--- src/logic/lsu_defs.svh ---
// Width, depth and cause code macros for the load/store unit.
// Included by the package and by modules that need a constant directly.

`ifndef LSU_DEFS_SVH
`define LSU_DEFS_SVH

// Data path and address width
`define LSU_XLEN 32
`define LSU_BE_W 4

// Transaction ID returned with each result
`define LSU_TID_W 3

// Registers between raw result and top-level result, 0 means direct
`define LSU_PIPE_DEPTH 1

// RISC-V exception cause codes
`define LSU_CAUSE_LD_MISALIGNED 5'd4
`define LSU_CAUSE_ST_MISALIGNED 5'd6

`endif

--- src/logic/lsu_pkg.sv ---
// Types shared by all load/store unit modules.
// Import it inside a module body, use scoped names in port lists.

`include "lsu_defs.svh"

package lsu_pkg;

  typedef logic [`LSU_XLEN-1:0]  xlen_t;
  typedef logic [`LSU_BE_W-1:0]  be_t;
  typedef logic [`LSU_TID_W-1:0] trans_id_t;
  typedef logic [4:0]            cause_t;

  // Stores carry bit 3 set
  typedef enum logic [3:0] {
    LB  = 4'h0,
    LBU = 4'h1,
    LH  = 4'h2,
    LHU = 4'h3,
    LW  = 4'h4,
    SB  = 4'h8,
    SH  = 4'h9,
    SW  = 4'ha
  } lsu_op_e;

  typedef enum logic [1:0] {
    IDLE      = 2'd0,
    REQ       = 2'd1,
    WAIT_DATA = 2'd2
  } lsu_state_e;

  typedef struct packed {
    logic   valid;
    cause_t cause;
    xlen_t  tval;
  } exception_t;

  // Operation as it arrives from issue
  typedef struct packed {
    lsu_op_e   op;
    xlen_t     operand_a;
    xlen_t     operand_b;
    xlen_t     imm;
    trans_id_t trans_id;
  } lsu_req_t;

  // Decoded operation, held by the controller while it runs
  typedef struct packed {
    logic       is_store;
    lsu_op_e    op;
    xlen_t      address;
    be_t        be;
    xlen_t      wdata;
    trans_id_t  trans_id;
    exception_t ex;
  } lsu_ctrl_t;

  typedef struct packed {
    logic       valid;
    trans_id_t  trans_id;
    xlen_t      data;
    exception_t ex;
  } lsu_result_t;

endpackage

--- src/logic/lsu_agu.sv ---
// Address generation for one issued load or store.
// Purely combinational, the controller registers ctrl_o on acceptance.

`include "lsu_defs.svh"
`timescale 1ns/1ps

module lsu_agu (
  input  lsu_pkg::lsu_req_t  op_i,
  output lsu_pkg::lsu_ctrl_t ctrl_o
);
  import lsu_pkg::*;

  logic  is_store;
  logic  is_half;
  logic  is_word;
  logic  misaligned;
  xlen_t address;

  // Size and direction decode
  always_comb begin
    is_store = 1'b0;
    is_half  = 1'b0;
    is_word  = 1'b0;
    case (op_i.op)
      LH, LHU: is_half = 1'b1;
      LW:      is_word = 1'b1;
      SB:      is_store = 1'b1;
      SH: begin
        is_store = 1'b1;
        is_half  = 1'b1;
      end
      SW: begin
        is_store = 1'b1;
        is_word  = 1'b1;
      end
      default: ;
    endcase
  end

  // No translation, the effective address goes straight to memory
  assign address = op_i.operand_a + op_i.imm;

  assign misaligned = (is_half && address[0]) || (is_word && (address[1:0] != 2'b00));

  always_comb begin
    ctrl_o          = '0;
    ctrl_o.is_store = is_store;
    ctrl_o.op       = op_i.op;
    ctrl_o.address  = address;
    ctrl_o.trans_id = op_i.trans_id;
    // Store data moves into the addressed byte lanes
    ctrl_o.wdata    = op_i.operand_b << {address[1:0], 3'b000};
    if (is_word) begin
      ctrl_o.be = 4'b1111;
    end else if (is_half) begin
      ctrl_o.be = 4'b0011 << {address[1], 1'b0};
    end else begin
      ctrl_o.be = 4'b0001 << address[1:0];
    end
    if (misaligned) begin
      ctrl_o.ex.valid = 1'b1;
      ctrl_o.ex.cause = is_store ? `LSU_CAUSE_ST_MISALIGNED : `LSU_CAUSE_LD_MISALIGNED;
      ctrl_o.ex.tval  = address;
    end
  end

endmodule

--- src/logic/lsu_ctrl_fsm.sv ---
// Controller for one outstanding load or store at a time.
// Drives the request/grant memory port and pulses raw load and store results.

`include "lsu_defs.svh"
`timescale 1ns/1ps

module lsu_ctrl_fsm (
  input  logic                 clk_i,
  input  logic                 rst_ni,
  input  logic                 op_valid_i,
  input  lsu_pkg::lsu_ctrl_t   ctrl_i,
  output logic                 lsu_ready_o,
  output logic                 mem_req_o,
  output logic                 mem_we_o,
  output lsu_pkg::xlen_t       mem_addr_o,
  output lsu_pkg::be_t         mem_be_o,
  output lsu_pkg::xlen_t       mem_wdata_o,
  input  logic                 mem_gnt_i,
  input  logic                 mem_rvalid_i,
  output lsu_pkg::lsu_op_e     ld_op_o,
  output logic [1:0]           ld_offset_o,
  output lsu_pkg::lsu_result_t ld_res_o,
  output lsu_pkg::lsu_result_t st_res_o
);
  import lsu_pkg::*;

  lsu_state_e state_q, state_d;
  lsu_ctrl_t  ctrl_q;
  logic       accept;
  logic       ld_done;
  logic       st_done;
  logic       ld_valid_q;
  logic       st_valid_q;

  assign lsu_ready_o = (state_q == IDLE);
  assign accept      = op_valid_i && lsu_ready_o;

  // ----------------------------------------------------------------------
  // Next state
  // ----------------------------------------------------------------------
  always_comb begin
    state_d = state_q;
    ld_done = 1'b0;
    st_done = 1'b0;
    case (state_q)
      IDLE: begin
        if (accept) begin
          // Misaligned operations never reach memory
          if (ctrl_i.ex.valid) begin
            ld_done = !ctrl_i.is_store;
            st_done = ctrl_i.is_store;
          end else begin
            state_d = REQ;
          end
        end
      end
      REQ: begin
        if (mem_gnt_i) begin
          if (ctrl_q.is_store) begin
            st_done = 1'b1;
            state_d = IDLE;
          end else begin
            state_d = WAIT_DATA;
          end
        end
      end
      WAIT_DATA: begin
        if (mem_rvalid_i) begin
          ld_done = 1'b1;
          state_d = IDLE;
        end
      end
      default: state_d = IDLE;
    endcase
  end

  always_ff @(posedge clk_i or negedge rst_ni) begin
    if (!rst_ni) begin
      state_q    <= IDLE;
      ld_valid_q <= 1'b0;
      st_valid_q <= 1'b0;
    end else begin
      state_q    <= state_d;
      ld_valid_q <= ld_done;
      st_valid_q <= st_done;
    end
  end

  // Held until the next acceptance, which keeps the request fields stable
  always_ff @(posedge clk_i) begin
    if (accept) begin
      ctrl_q <= ctrl_i;
    end
  end

  // ----------------------------------------------------------------------
  // Memory port and results
  // ----------------------------------------------------------------------
  assign mem_req_o   = (state_q == REQ);
  assign mem_we_o    = ctrl_q.is_store;
  assign mem_addr_o  = {ctrl_q.address[`LSU_XLEN-1:2], 2'b00};
  assign mem_be_o    = ctrl_q.be;
  assign mem_wdata_o = ctrl_q.wdata;

  assign ld_op_o     = ctrl_q.op;
  assign ld_offset_o = ctrl_q.address[1:0];

  // Load data is filled in at the top level from the aligner
  assign ld_res_o = '{valid: ld_valid_q, trans_id: ctrl_q.trans_id, data: '0, ex: ctrl_q.ex};
  assign st_res_o = '{valid: st_valid_q, trans_id: ctrl_q.trans_id, data: '0, ex: ctrl_q.ex};

endmodule

--- src/logic/lsu_load_align.sv ---
// Load data aligner: picks the addressed byte, half or word and extends it.
// The result is captured on read-valid to line up with the raw load result.

`timescale 1ns/1ps

module lsu_load_align (
  input  logic             clk_i,
  input  logic             rst_ni,
  input  logic             rvalid_i,
  input  lsu_pkg::xlen_t   rdata_i,
  input  lsu_pkg::lsu_op_e op_i,
  input  logic [1:0]       offset_i,
  output lsu_pkg::xlen_t   data_o
);
  import lsu_pkg::*;

  xlen_t shifted;
  xlen_t aligned;

  // Addressed lane moves down to bit 0
  assign shifted = rdata_i >> {offset_i, 3'b000};

  always_comb begin
    case (op_i)
      LB:      aligned = {{24{shifted[7]}}, shifted[7:0]};
      LBU:     aligned = {24'h0, shifted[7:0]};
      LH:      aligned = {{16{shifted[15]}}, shifted[15:0]};
      LHU:     aligned = {16'h0, shifted[15:0]};
      default: aligned = rdata_i;
    endcase
  end

  always_ff @(posedge clk_i or negedge rst_ni) begin
    if (!rst_ni) begin
      data_o <= '0;
    end else if (rvalid_i) begin
      data_o <= aligned;
    end
  end

endmodule

--- src/logic/lsu_result_pipe.sv ---
// Fixed-latency pipeline for result structs, one per result path.
// DEPTH stages of delay, a depth of zero is a direct connection.

`include "lsu_defs.svh"
`timescale 1ns/1ps

module lsu_result_pipe #(
  parameter int unsigned DEPTH = `LSU_PIPE_DEPTH
) (
  input  logic                 clk_i,
  input  logic                 rst_ni,
  input  lsu_pkg::lsu_result_t res_i,
  output lsu_pkg::lsu_result_t res_o
);
  import lsu_pkg::*;

  if (DEPTH == 0) begin : gen_bypass
    assign res_o = res_i;
  end else begin : gen_stages
    lsu_result_t stage_q [DEPTH];

    always_ff @(posedge clk_i or negedge rst_ni) begin
      if (!rst_ni) begin
        for (int i = 0; i < DEPTH; i++) begin
          stage_q[i] <= '0;
        end
      end else begin
        stage_q[0] <= res_i;
        for (int i = 1; i < DEPTH; i++) begin
          stage_q[i] <= stage_q[i-1];
        end
      end
    end

    assign res_o = stage_q[DEPTH-1];
  end

endmodule

--- src/logic/lsu_top.sv ---
// Load/store unit top level for a 32-bit core without address translation.
// Connects the AGU, controller, load aligner and the two result pipes.

`timescale 1ns/1ps

module lsu_top (
  input  logic                 clk_i,
  input  logic                 rst_ni,
  input  logic                 op_valid_i,
  input  lsu_pkg::lsu_req_t    op_i,
  output logic                 lsu_ready_o,
  output logic                 mem_req_o,
  output logic                 mem_we_o,
  output lsu_pkg::xlen_t       mem_addr_o,
  output lsu_pkg::be_t         mem_be_o,
  output lsu_pkg::xlen_t       mem_wdata_o,
  input  logic                 mem_gnt_i,
  input  logic                 mem_rvalid_i,
  input  lsu_pkg::xlen_t       mem_rdata_i,
  output lsu_pkg::lsu_result_t load_res_o,
  output lsu_pkg::lsu_result_t store_res_o
);
  import lsu_pkg::*;

  lsu_ctrl_t   ctrl;
  lsu_op_e     ld_op;
  logic [1:0]  ld_offset;
  xlen_t       ld_data;
  lsu_result_t ld_res_raw;
  lsu_result_t ld_res_full;
  lsu_result_t st_res_raw;

  lsu_agu lsu_agu_inst (
    .op_i  (op_i),
    .ctrl_o(ctrl)
  );

  lsu_ctrl_fsm lsu_ctrl_fsm_inst (
    .clk_i       (clk_i),
    .rst_ni      (rst_ni),
    .op_valid_i  (op_valid_i),
    .ctrl_i      (ctrl),
    .lsu_ready_o (lsu_ready_o),
    .mem_req_o   (mem_req_o),
    .mem_we_o    (mem_we_o),
    .mem_addr_o  (mem_addr_o),
    .mem_be_o    (mem_be_o),
    .mem_wdata_o (mem_wdata_o),
    .mem_gnt_i   (mem_gnt_i),
    .mem_rvalid_i(mem_rvalid_i),
    .ld_op_o     (ld_op),
    .ld_offset_o (ld_offset),
    .ld_res_o    (ld_res_raw),
    .st_res_o    (st_res_raw)
  );

  lsu_load_align lsu_load_align_inst (
    .clk_i   (clk_i),
    .rst_ni  (rst_ni),
    .rvalid_i(mem_rvalid_i),
    .rdata_i (mem_rdata_i),
    .op_i    (ld_op),
    .offset_i(ld_offset),
    .data_o  (ld_data)
  );

  // Aligned data joins the raw load result before the pipe
  assign ld_res_full = '{valid: ld_res_raw.valid, trans_id: ld_res_raw.trans_id,
                         data: ld_data, ex: ld_res_raw.ex};

  lsu_result_pipe load_pipe_inst (
    .clk_i (clk_i),
    .rst_ni(rst_ni),
    .res_i (ld_res_full),
    .res_o (load_res_o)
  );

  lsu_result_pipe store_pipe_inst (
    .clk_i (clk_i),
    .rst_ni(rst_ni),
    .res_i (st_res_raw),
    .res_o (store_res_o)
  );

endmodule

--- config.mk ---
export PLATFORM = sky130hd
export DESIGN_NAME = lsu_top
export DESIGN_NICKNAME = d
export VERILOG_FILES = /design/src/logic/lsu_pkg.sv /design/src/logic/lsu_agu.sv /design/src/logic/lsu_ctrl_fsm.sv /design/src/logic/lsu_load_align.sv /design/src/logic/lsu_result_pipe.sv /design/src/logic/lsu_top.sv
export VERILOG_INCLUDE_DIRS = /design/src /design/src/logic
export SDC_FILE = /design/constraint.sdc
export NUM_CORES = 1
export LEC_CHECK = 0
export BUFFER_PORTS_ARGS = -buffer_cell sky130_fd_sc_hd__buf_4
export CORE_ASPECT_RATIO = 2
export CORE_MARGIN = 2
export CORE_UTILIZATION = 30
export DETAILED_ROUTE_END_ITERATION = 10
export PLACE_DENSITY_LB_ADDON = 0.15
export SYNTH_ARGS = -nofsm -noshare
export SYNTH_HDL_FRONTEND = slang
export SYNTH_SLANG_ARGS = --single-unit
--- constraint.sdc ---
create_clock -name clk_i -period 4.6 [get_ports clk_i]
set_input_delay 0.92 -clock clk_i [delete_from_list [all_inputs] [get_ports clk_i]]
set_output_delay 0.92 -clock clk_i [all_outputs]
set_load 0.01 [all_outputs]
==> results of run 1 <==
[final timing paths]
check	startpoint	end	cells past startpoint
worst max-delay path	op_i[5]	lsu_ctrl_fsm_inst.ld_res_o[31]	9
max in group asynchronous	rst_ni	store_pipe_inst.res_o[23]	2
worst min-delay path	lsu_ctrl_fsm_inst.ld_res_o[34]	store_pipe_inst.res_o[34]	0
min in group asynchronous	rst_ni	load_pipe_inst.res_o[54]	1
worst min register to register	lsu_ctrl_fsm_inst.ld_res_o[34]	store_pipe_inst.res_o[34]	0
worst max register to register	lsu_ctrl_fsm_inst.ld_offset_o[0]	lsu_load_align_inst.data_o[8]	4
[cell usage in the layout, fill, tap and decap left out, types with 11 or more instances in the layout]
| master | instances |
|---|---|
| sky130_fd_sc_hd__xor2_1 | 14 |
| sky130_fd_sc_hd__a21oi_1 | 71 |
| sky130_fd_sc_hd__a211oi_1 | 17 |
| sky130_fd_sc_hd__dfrtp_1 | 108 |
| sky130_fd_sc_hd__nand3_1 | 11 |
| sky130_fd_sc_hd__clkbuf_16 | 26 |
| sky130_fd_sc_hd__nand2_1 | 70 |
| sky130_fd_sc_hd__mux2i_1 | 36 |
| sky130_fd_sc_hd__nor2_1 | 72 |
| sky130_fd_sc_hd__inv_1 | 15 |
| sky130_fd_sc_hd__conb_1 | 40 |
| sky130_fd_sc_hd__xnor2_1 | 13 |
| sky130_fd_sc_hd__buf_4 | 327 |
| sky130_fd_sc_hd__and2_1 | 38 |
| sky130_fd_sc_hd__edfxtp_1 | 111 |
| sky130_fd_sc_hd__nor2b_1 | 11 |
| sky130_fd_sc_hd__ha_1 | 31 |
| sky130_fd_sc_hd__o21ai_0 | 43 |
[worst max-delay path: stages]
cell and delay (ps):
sky130_fd_sc_hd__buf_4 110, sky130_fd_sc_hd__ha_1 360, sky130_fd_sc_hd__o21ai_1 100, sky130_fd_sc_hd__o21ai_1 270, sky130_fd_sc_hd__nand2_1 120, sky130_fd_sc_hd__o21a_1 300, sky130_fd_sc_hd__o31a_1 440, sky130_fd_sc_hd__o41ai_4 450
sky130_fd_sc_hd__mux2_1 360
[where the power goes]
part / total (mW) / switching [mW] / leakage (nW) / internal, mW
registers: 2.68 / 0.168 / 2.34 / 2.52
clock network: 1.86 / 0.822 / 0.370 / 1.04
logic: 1.57 / 0.887 / 3.26 / 0.685
[logic make-up (layout without fill, tap and decap cells)]
group	count (synthesis)	after routing	synth area share, %
compound gates	201	201	12.1
xor+xnor	27	27	2.30
fa+ha+maj	32	32	3.98
buf+inv	135	387	7.83
flops	219	219	58.8
mux	38	38	3.84
other cells	1	40	0.0365
simple gates	241	241	11.0
[routing by layer]
| metal | global-route usage, % | part of all wire (%) |
|---|---|---|
| met1 | 16.3 | 32 |
| met2 | 35.5 | 60 |
| met3 | 2.57 | 5.2 |
| met4 | 5.86 | 2.7 |
| met5 | 0 | 0 |
[flip-flops by register name, indices dropped and copies added (netlist names), 2 cells and up]
register / count
lsu_ctrl_fsm_inst.mem_wdata_o: 32
lsu_ctrl_fsm_inst.ld_offset_o: 2
lsu_load_align_inst.data_o: 32
lsu_ctrl_fsm_inst.state_q: 2
load_pipe_inst.res_o: 33
lsu_ctrl_fsm_inst.ld_op_o: 4
lsu_ctrl_fsm_inst.mem_be_o: 4
lsu_ctrl_fsm_inst.ld_res_o: 38
lsu_ctrl_fsm_inst.mem_addr_o: 30
store_pipe_inst.res_o: 39
[area by class of cell]
type | instances | share of cell area [%]
timing repair buffer | 328 | 18.4
clock inverter | 13 | 0.725
multi-input combinational | 579 | 26.5
tap | 436 | 4.06
inverter | 19 | 0.549
sequential | 219 | 44.9
clock buffer | 27 | 4.86
==> reports/metrics.cfg, run 1 <==
[cts]
cts.clk_slew.worst_paths_ps = 70
root_buf_cell = sky130_fd_sc_hd__clkbuf_16
sinks_on_the_clock_net = 219
clock_path_buffers = 3
postCtsResizedCells = 0
ctsHoldBuffers = 0
cts_post_setup_buffers_inserted = 0
cts_tree = yes
cts-buffers-inserted = 22
clock_insertion_delay_at_the_later_pin_of_the_skew_report_ps = 510
clock_tree.htree_level_count = 1

[logic_synthesis]
most_used_flip_flop_cell_after_synthesis = sky130_fd_sc_hd__edfxtp_1
ys.warnings.count = 0
yosysSeqAreaShare_pct = 58.8
synth_largest_type_area_fraction_pct = 32.5
synthTopCellsByArea = sky130_fd_sc_hd__edfxtp_1 (32%), sky130_fd_sc_hd__dfrtp_1 (26%), sky130_fd_sc_hd__buf_4 (5.7%)
yosysUniqueCellTypes = 60
synthDominantAreaCellType = sky130_fd_sc_hd__edfxtp_1
yosysMostFrequentCell = sky130_fd_sc_hd__edfxtp_1
synthesis.area_per_instance_um2 = 11.5
most_frequent_cells_after_synthesis = sky130_fd_sc_hd__edfxtp_1 (111), sky130_fd_sc_hd__dfrtp_1 (108), sky130_fd_sc_hd__buf_4 (78)
synth-async-reset-ratio_pct = 49.3
postSynthCellCount = 894
synth-seq-cells = 219
syn_area_um2 = 10300
synth_edf_count = 111

[detailed_routing]
route.antenna.remaining_nets = 0
route.final.wire_length_mm = 31.4
post_drt_wl_per_cell_um = 19.4
remaining_drc_errors = 0
viasPerCell = 4.70
drt_first_iter_violations = 273
vias = 7622
drt-pass1-iter-count = 4

[timing]
max_slew_headroom_pct = 39.2
tightestPinTransition_ps = 912
final.hold.worst_slack_ps = 340
finalHoldViolCount = 0
fmax_ghz = 0.315
minimum_clock_period_ps = 3170
post-route-period-util_pct = 69.0
timing.final.ws_setup_ps = 1430
setup_violations = 0
drv_slew = 0
grt_setup_unrepaired = no
fin_setup_tns_ps = 0
worst_clock_skew_ps = 9.11

[global_routing]
track_usage_pct = 17.1
grt_pass1_wl_mm = 46.1
antenna_violations_before_repair = 0
globalRoute.totalOverflow = 0
vias_in_the_first_global_route = 7847
pin_count_of_the_biggest_net_entering_global_routing = 69

[worst_setup_path]
cp_data_arrival_time_ps = 3440
timing.critical_path.from_type = input port
crit_path_max_fo = 5
required_time_worst_endpoint_ps = 4860
worst_setup_path_end_kind = flip-flop
timing.reg2reg.setup_slack_ps = 2410
worstSetupPathType = in2reg

[job]
max_cap_violations = 0

[place]
place_hpwl_mm = 24.3
placement.io_buffers = 318
post-place-ws_ps = 894
post_dp_cell_area_um2 = 12700
placed_cells = 1581
gpl.final_weighted_congestion = 0.902

[finish]
antenna_cells = 0
multiInputGateArea_um2 = 3570
final-seq-area_um2 = 6040
postLayoutCoreUtil_pct = 40.0
layoutNonFillerInstCount = 1621
total_nets_final = 1341
fin_area_um2 = 13500
area_growth_syn_to_layout_pct = 31.1
post_route_cells_drive_above_1_share_pct = 31.9
fillerInstances = 3354

[pwr]
vdd.ir_drop.worst_uv = 231
p_per_area_nw_per_um2 = 454
static-leakage-power_nw = 5.97
design_power_total_mw = 6.11

[floorplan]
num_rows = 95
start_util_pct = 30.5
area_of_the_placeable_core_um2 = 33600
io_pins = 359
floorplan.die.width_um = 135
fp.dieH_um = 266
die_outline_area_um2 = 35800

[status]
run_status = completed

[worst_hold_path]
min-delay-path-class = reg2reg

No activity file was read; power rests on OpenSTA's default activity.
==> inputs of run 2 (changes only) <==
- clock period: 4.6 -> 3.1 ns (I/O delays scaled with it)
==> reports/metrics.cfg, run 2 (same netlist as run 1, synthesis figures left out) <==
[finish]
final-seq-area_um2 = 6040  ; unchanged
post_route_cells_drive_above_1_share_pct = 33.9  ; was 31.9%
fin_area_um2 = 13800  ; was 13500 µm²
final_common_cell = sky130_fd_sc_hd__buf_4  ; unchanged
fillerInstances = 3314  ; was 3354
layout.cells.most_common_list = sky130_fd_sc_hd__buf_4 (366), sky130_fd_sc_hd__edfxtp_1 (111), sky130_fd_sc_hd__dfrtp_1 (108)  ; was sky130_fd_sc_hd__buf_4 (327), sky130_fd_sc_hd__edfxtp_1 (111), sky130_fd_sc_hd__dfrtp_1 (108)
layoutNonFillerInstCount = 1663  ; was 1621
total_nets_final = 1383  ; was 1341
antenna_cells = 0  ; unchanged
multiInputGateArea_um2 = 3570  ; unchanged
area_growth_syn_to_layout_pct = 34.7  ; was 31.1%
max_reg_flops = 39  ; unchanged

[timing]
minimum_clock_period_ps = 2700
post-route-period-util_pct = 87.2
fmax_ghz = 0.370
tightestPinTransition_ps = 851  ; was 912 ps
setup_violations = 0  ; unchanged
worst_clock_skew_ps = 10.3  ; was 9.11 ps
finalHoldViolCount = 0  ; unchanged
drv_slew = 0  ; unchanged
max_slew_headroom_pct = 43.1  ; was 39.2%
grt_setup_unrepaired = no  ; unchanged

[pwr]
p_per_area_nw_per_um2 = 665  ; was 454 nW/µm²
vdd.ir_drop.worst_uv = 361  ; was 231 µV
static-leakage-power_nw = 6.19  ; was 5.97 nW
design_power_total_mw = 9.18  ; was 6.11 mW

[global_routing]
grt_pass1_wl_mm = 47.1  ; was 46.1 mm
vias_in_the_first_global_route = 7945  ; was 7847
antenna_violations_before_repair = 0  ; unchanged
pin_count_of_the_biggest_net_entering_global_routing = 60  ; was 69
globalRoute.totalOverflow = 0  ; unchanged
track_usage_pct = 17.5  ; was 17.1%

[detailed_routing]
viasPerCell = 4.63  ; was 4.70
route.antenna.remaining_nets = 0  ; unchanged
remaining_drc_errors = 0  ; unchanged
drt_first_iter_violations = 363  ; was 273
post_drt_wl_per_cell_um = 19.1  ; was 19.4 µm
route.final.wire_length_mm = 31.7  ; was 31.4 mm
vias = 7704  ; was 7622
drt-pass1-iter-count = 4  ; unchanged

[cts]
clock_insertion_delay_at_the_later_pin_of_the_skew_report_ps = 520  ; was 510 ps
postCtsResizedCells = 0  ; unchanged
clock_path_buffers = 3  ; unchanged
cts-buffers-inserted = 22  ; unchanged
sinks_on_the_clock_net = 219  ; unchanged
ctsHoldBuffers = 0  ; unchanged
cts.clk_slew.worst_paths_ps = 70  ; about the same
cts_post_setup_buffers_inserted = 0  ; unchanged
root_buf_cell = sky130_fd_sc_hd__clkbuf_16  ; unchanged
cts_tree = yes  ; unchanged
clock_tree.htree_level_count = 1  ; unchanged

[worst_setup_path]
cp_data_arrival_time_ps = 2970  ; was 3440 ps
reg2reg_to = lsu_load_align_inst.data_o[8]  ; unchanged
worstRegToRegCells = 4  ; unchanged
worstSetupPathType = in2reg  ; unchanged
crit_path_max_fo = 3  ; was 5
worst_setup_path_end_kind = flip-flop  ; unchanged
timing.critical_path.from_type = input port  ; unchanged
crit-reg2reg-launch = lsu_ctrl_fsm_inst.ld_op_o[3]  ; was lsu_ctrl_fsm_inst.ld_offset_o[0]
startpoint = op_i[3]  ; was op_i[5]
required_time_worst_endpoint_ps = 3370  ; was 4860 ps
timing.reg2reg.setup_slack_ps = 1130  ; was 2410 ps

[job]
max_cap_violations = 0  ; unchanged

[place]
place_hpwl_mm = 24.7  ; was 24.3 mm
gpl.final_weighted_congestion = 0.831  ; was 0.902
post_dp_cell_area_um2 = 13100  ; was 12700 µm²
placed_cells = 1623  ; was 1581
placement.io_buffers = 318  ; unchanged

[status]
run_status = completed  ; unchanged

[floorplan]
fp.dieH_um = 266  ; unchanged
die_outline_area_um2 = 35800  ; unchanged
floorplan.die.width_um = 135  ; unchanged
start_util_pct = 30.5  ; unchanged
io_pins = 359  ; unchanged
area_of_the_placeable_core_um2 = 33600  ; unchanged
num_rows = 95  ; unchanged

[worst_hold_path]
min-delay-path-class = in2async  ; was reg2reg

==> run 2: through the flow <==
stage | util, % | setup TNS (ps) | setup WS [ps] | hold WS (ps)
2_1_floorplan | - | 0 | 192 | 324
3_3_place_gp | 38.8 | -518 | -163 | 331
3_5_place_dp | 38.8 | -514 | -149 | 334
4_1_cts | 41.1 | 0 | 396 | 126
5_1_grt | 41.1 | 0 | 144 | 149
6_report | 41.1 | 0 | 395 | 128
==> run 2: cell type report <==
type,count,area share [%]
well taps,436,3.95
repair buffers,370,20.5
flip-flops and latches,219,43.7
multi-input cells,579,25.8
clock buffers,32,5.17
clock inverters,8,0.362
inverters,19,0.543
==> run 2: critical path, stage by stage <==
cell and delay [ps]:
sky130_fd_sc_hd__buf_4 110, sky130_fd_sc_hd__ha_1 220, sky130_fd_sc_hd__fa_2 350, sky130_fd_sc_hd__a211oi_1 270
sky130_fd_sc_hd__buf_4 160, sky130_fd_sc_hd__o21ai_1 100, sky130_fd_sc_hd__a21boi_1 180, sky130_fd_sc_hd__buf_4 150
sky130_fd_sc_hd__o21ai_0 200, sky130_fd_sc_hd__a41o_1 300, sky130_fd_sc_hd__xor2_1 140, sky130_fd_sc_hd__and2_1 170
==> run 2: how the worst max path moves through the flow <==
| stage | endpoint | cells past startpoint | slack (ps) |
|---|---|---|---|
| 2_1_floorplan | lsu_ctrl_fsm_inst.ld_res_o[31] | 7 | 190 |
| 3_3_place_gp | lsu_ctrl_fsm_inst.ld_res_o[26] | 12 | -160 |
| 3_5_place_dp | lsu_ctrl_fsm_inst.ld_res_o[26] | 12 | -150 |
| 4_1_cts | lsu_ctrl_fsm_inst.ld_res_o[26] | 12 | 400 |
| 5_1_grt | lsu_ctrl_fsm_inst.ld_res_o[26] | 12 | 140 |
| 6_report | lsu_ctrl_fsm_inst.ld_res_o[26] | 12 | 400 |
==> run 2: where the power goes <==
part           internal [mW]  switching, mW
Combinational           1.10           1.35
Sequential              3.73          0.231
Clock                   1.62           1.15
==> run 2: per-layer routing <==
metal	track usage, %	vias to the layer above	part of all wire, %
li1	-	3692	-
met1	17.0	3721	32
met2	35.7	240	60
met3	2.29	51	4.6
met4	6.91	0	3.7
met5	0	-	0
==> inputs of run 3 (changes only) <==
- RECOVER_POWER: unset -> 50
==> reports/metrics.cfg, run 3 (same netlist as run 1, synthesis figures left out) <==
[cts]
ctsHoldBuffers = 0  ; unchanged
cts-buffers-inserted = 22  ; unchanged
sinks_on_the_clock_net = 219  ; unchanged
postCtsResizedCells = 0  ; unchanged
clock_insertion_delay_at_the_later_pin_of_the_skew_report_ps = 510  ; was 520 ps
clock_path_buffers = 3  ; unchanged
root_buf_cell = sky130_fd_sc_hd__clkbuf_16  ; unchanged
cts_post_setup_buffers_inserted = 0  ; unchanged
clock_tree.htree_level_count = 1  ; unchanged
cts_tree = yes  ; unchanged
cts.clk_slew.worst_paths_ps = 70  ; about the same

[detailed_routing]
drt_first_iter_violations = 358  ; was 363
route.final.wire_length_mm = 31.9  ; was 31.7 mm
remaining_drc_errors = 0  ; unchanged
post_drt_wl_per_cell_um = 19.2  ; was 19.1 µm
viasPerCell = 4.65  ; was 4.63
route.antenna.remaining_nets = 0  ; unchanged
drt-pass1-iter-count = 4  ; unchanged
vias = 7730  ; was 7704

[finish]
area_growth_syn_to_layout_pct = 30.2  ; was 34.7%
fin_area_um2 = 13400  ; was 13800 µm²
final_common_cell = sky130_fd_sc_hd__buf_4  ; unchanged
total_nets_final = 1383  ; unchanged
layout.cells.most_common_list = sky130_fd_sc_hd__buf_4 (240), sky130_fd_sc_hd__clkbuf_1 (124), sky130_fd_sc_hd__edfxtp_1 (111)  ; was sky130_fd_sc_hd__buf_4 (366), sky130_fd_sc_hd__edfxtp_1 (111), sky130_fd_sc_hd__dfrtp_1 (108)
antenna_cells = 0  ; unchanged
max_reg_flops = 39  ; unchanged
postLayoutCoreUtil_pct = 39.7  ; was 41.1%
post_route_cells_drive_above_1_share_pct = 24.0  ; was 33.9%

[worst_setup_path]
worstSetupPathType = in2reg  ; unchanged
worst_setup_path_end_kind = flip-flop  ; unchanged
required_time_worst_endpoint_ps = 3370  ; about the same
crit_path_max_fo = 3  ; unchanged
timing.critical_path.from_type = input port  ; unchanged
startpoint = op_i[3]  ; unchanged
cp_data_arrival_time_ps = 3020  ; was 2970 ps
crit-reg2reg-launch = lsu_ctrl_fsm_inst.state_q[0]  ; was lsu_ctrl_fsm_inst.ld_op_o[3]

[pwr]
design_power_total_mw = 8.96  ; was 9.18 mW
p_per_area_nw_per_um2 = 671  ; was 665 nW/µm²
static-leakage-power_nw = 5.74  ; was 6.19 nW
vdd.ir_drop.worst_uv = 352  ; was 361 µV

[global_routing]
track_usage_pct = 17.5  ; unchanged
grt_pass1_wl_mm = 47.1  ; unchanged
vias_in_the_first_global_route = 7945  ; unchanged
globalRoute.totalOverflow = 0  ; unchanged
pin_count_of_the_biggest_net_entering_global_routing = 60  ; unchanged
antenna_violations_before_repair = 0  ; unchanged

[floorplan]
io_pins = 359  ; unchanged
num_rows = 95  ; unchanged
start_util_pct = 30.5  ; unchanged
fp.dieH_um = 266  ; unchanged
die_outline_area_um2 = 35800  ; unchanged
area_of_the_placeable_core_um2 = 33600  ; unchanged
floorplan.die.width_um = 135  ; unchanged

[timing]
setup_violations = 0  ; unchanged
max_slew_headroom_pct = -73.7  ; was 43.1%
fmax_ghz = 0.364  ; was 0.370 GHz
drv_slew = 36  ; was 0
minimum_clock_period_ps = 2750  ; was 2700 ps
finalHoldViolCount = 0  ; unchanged
grt_setup_unrepaired = no  ; unchanged
post-route-period-util_pct = 88.6  ; was 87.2%
tightestPinTransition_ps = 2610  ; was 851 ps
worst_clock_skew_ps = 9.88  ; was 10.3 ps

[status]
failed_checks = max-capacitance violations, max-slew violations
run_status = finished with violations  ; was completed

[job]
max_cap_violations = 1  ; was 0

[place]
place_hpwl_mm = 24.7  ; unchanged
placement.io_buffers = 318  ; unchanged
post_dp_cell_area_um2 = 13100  ; unchanged
gpl.final_weighted_congestion = 0.831  ; unchanged

[worst_hold_path]
min-delay-path-class = in2reg  ; was in2async
hold_start = mem_gnt_i

==> run 3: changes by cell type in the layout (fill, tap and decap cells not counted) <==
cell                       delta
sky130_fd_sc_hd__buf_4      -126
sky130_fd_sc_hd__clkbuf_1   +121
sky130_fd_sc_hd__clkbuf_4     +5
sky130_fd_sc_hd__fa_1         +1
sky130_fd_sc_hd__fa_2         -1
==> run 3: final timing paths <==
kind	to	slack, ps	cells past startpoint
worst max-delay path	lsu_ctrl_fsm_inst.ld_res_o[26]	350	12
worst min-delay path	lsu_ctrl_fsm_inst.state_q[0]	300	2
worst max register to register	lsu_ctrl_fsm_inst.mem_addr_o[9]	1080	4
worst min register to register	store_pipe_inst.res_o[24]	340	0
max in group asynchronous	store_pipe_inst.res_o[28]	690	1
min in group asynchronous	load_pipe_inst.res_o[69]	920	1
==> run 3: cell type report <==
cell class              instances  area (µm²)
clock buffers                  32         714
clock inverters                 8        50.0
fillers                      3421       20300
inverters                      19        75.1
multi-input cells             579        3570
flip-flops and latches        219        6040
well taps                     436         546
repair buffers                370        2370
==> run 3: worst max-delay path, stage by stage <==
cell,delay (ps)
sky130_fd_sc_hd__buf_4,110
sky130_fd_sc_hd__ha_1,220
sky130_fd_sc_hd__fa_1,390
sky130_fd_sc_hd__a211oi_1,280
sky130_fd_sc_hd__buf_4,160
sky130_fd_sc_hd__o21ai_1,100
sky130_fd_sc_hd__a21boi_1,180
sky130_fd_sc_hd__buf_4,150
sky130_fd_sc_hd__o21ai_0,200
sky130_fd_sc_hd__a41o_1,300
sky130_fd_sc_hd__xor2_1,140
sky130_fd_sc_hd__and2_1,170
==> run 3: layer usage <==
layer	wire [µm]	track usage [%]	vias up
met5	0	0	-
met4	1070	6.91	0
met3	1500	2.29	49
met2	18900	35.7	247
met1	10400	17.0	3740
li1	-	-	3694
==> run 3: stage by stage <==
stage	hold slack (ps)	setup TNS [ps]	instances	worst slack (ps)
after floorplan	324	0	933	192
after global placement	331	-518	1623	-163
after detailed placement	334	-514	1623	-149
after CTS	126	0	1663	396
after global routing	281	0	1663	94.2
final	304	0	1663	353
==> run 3: where the power goes <==
group / leakage [nW] / switching (mW) / internal, mW
Clock: 0.375 / 1.15 / 1.62
Combinational: 3.03 / 1.36 / 0.877
Sequential: 2.34 / 0.225 / 3.73
Total: 5.74 / 2.74 / 6.23
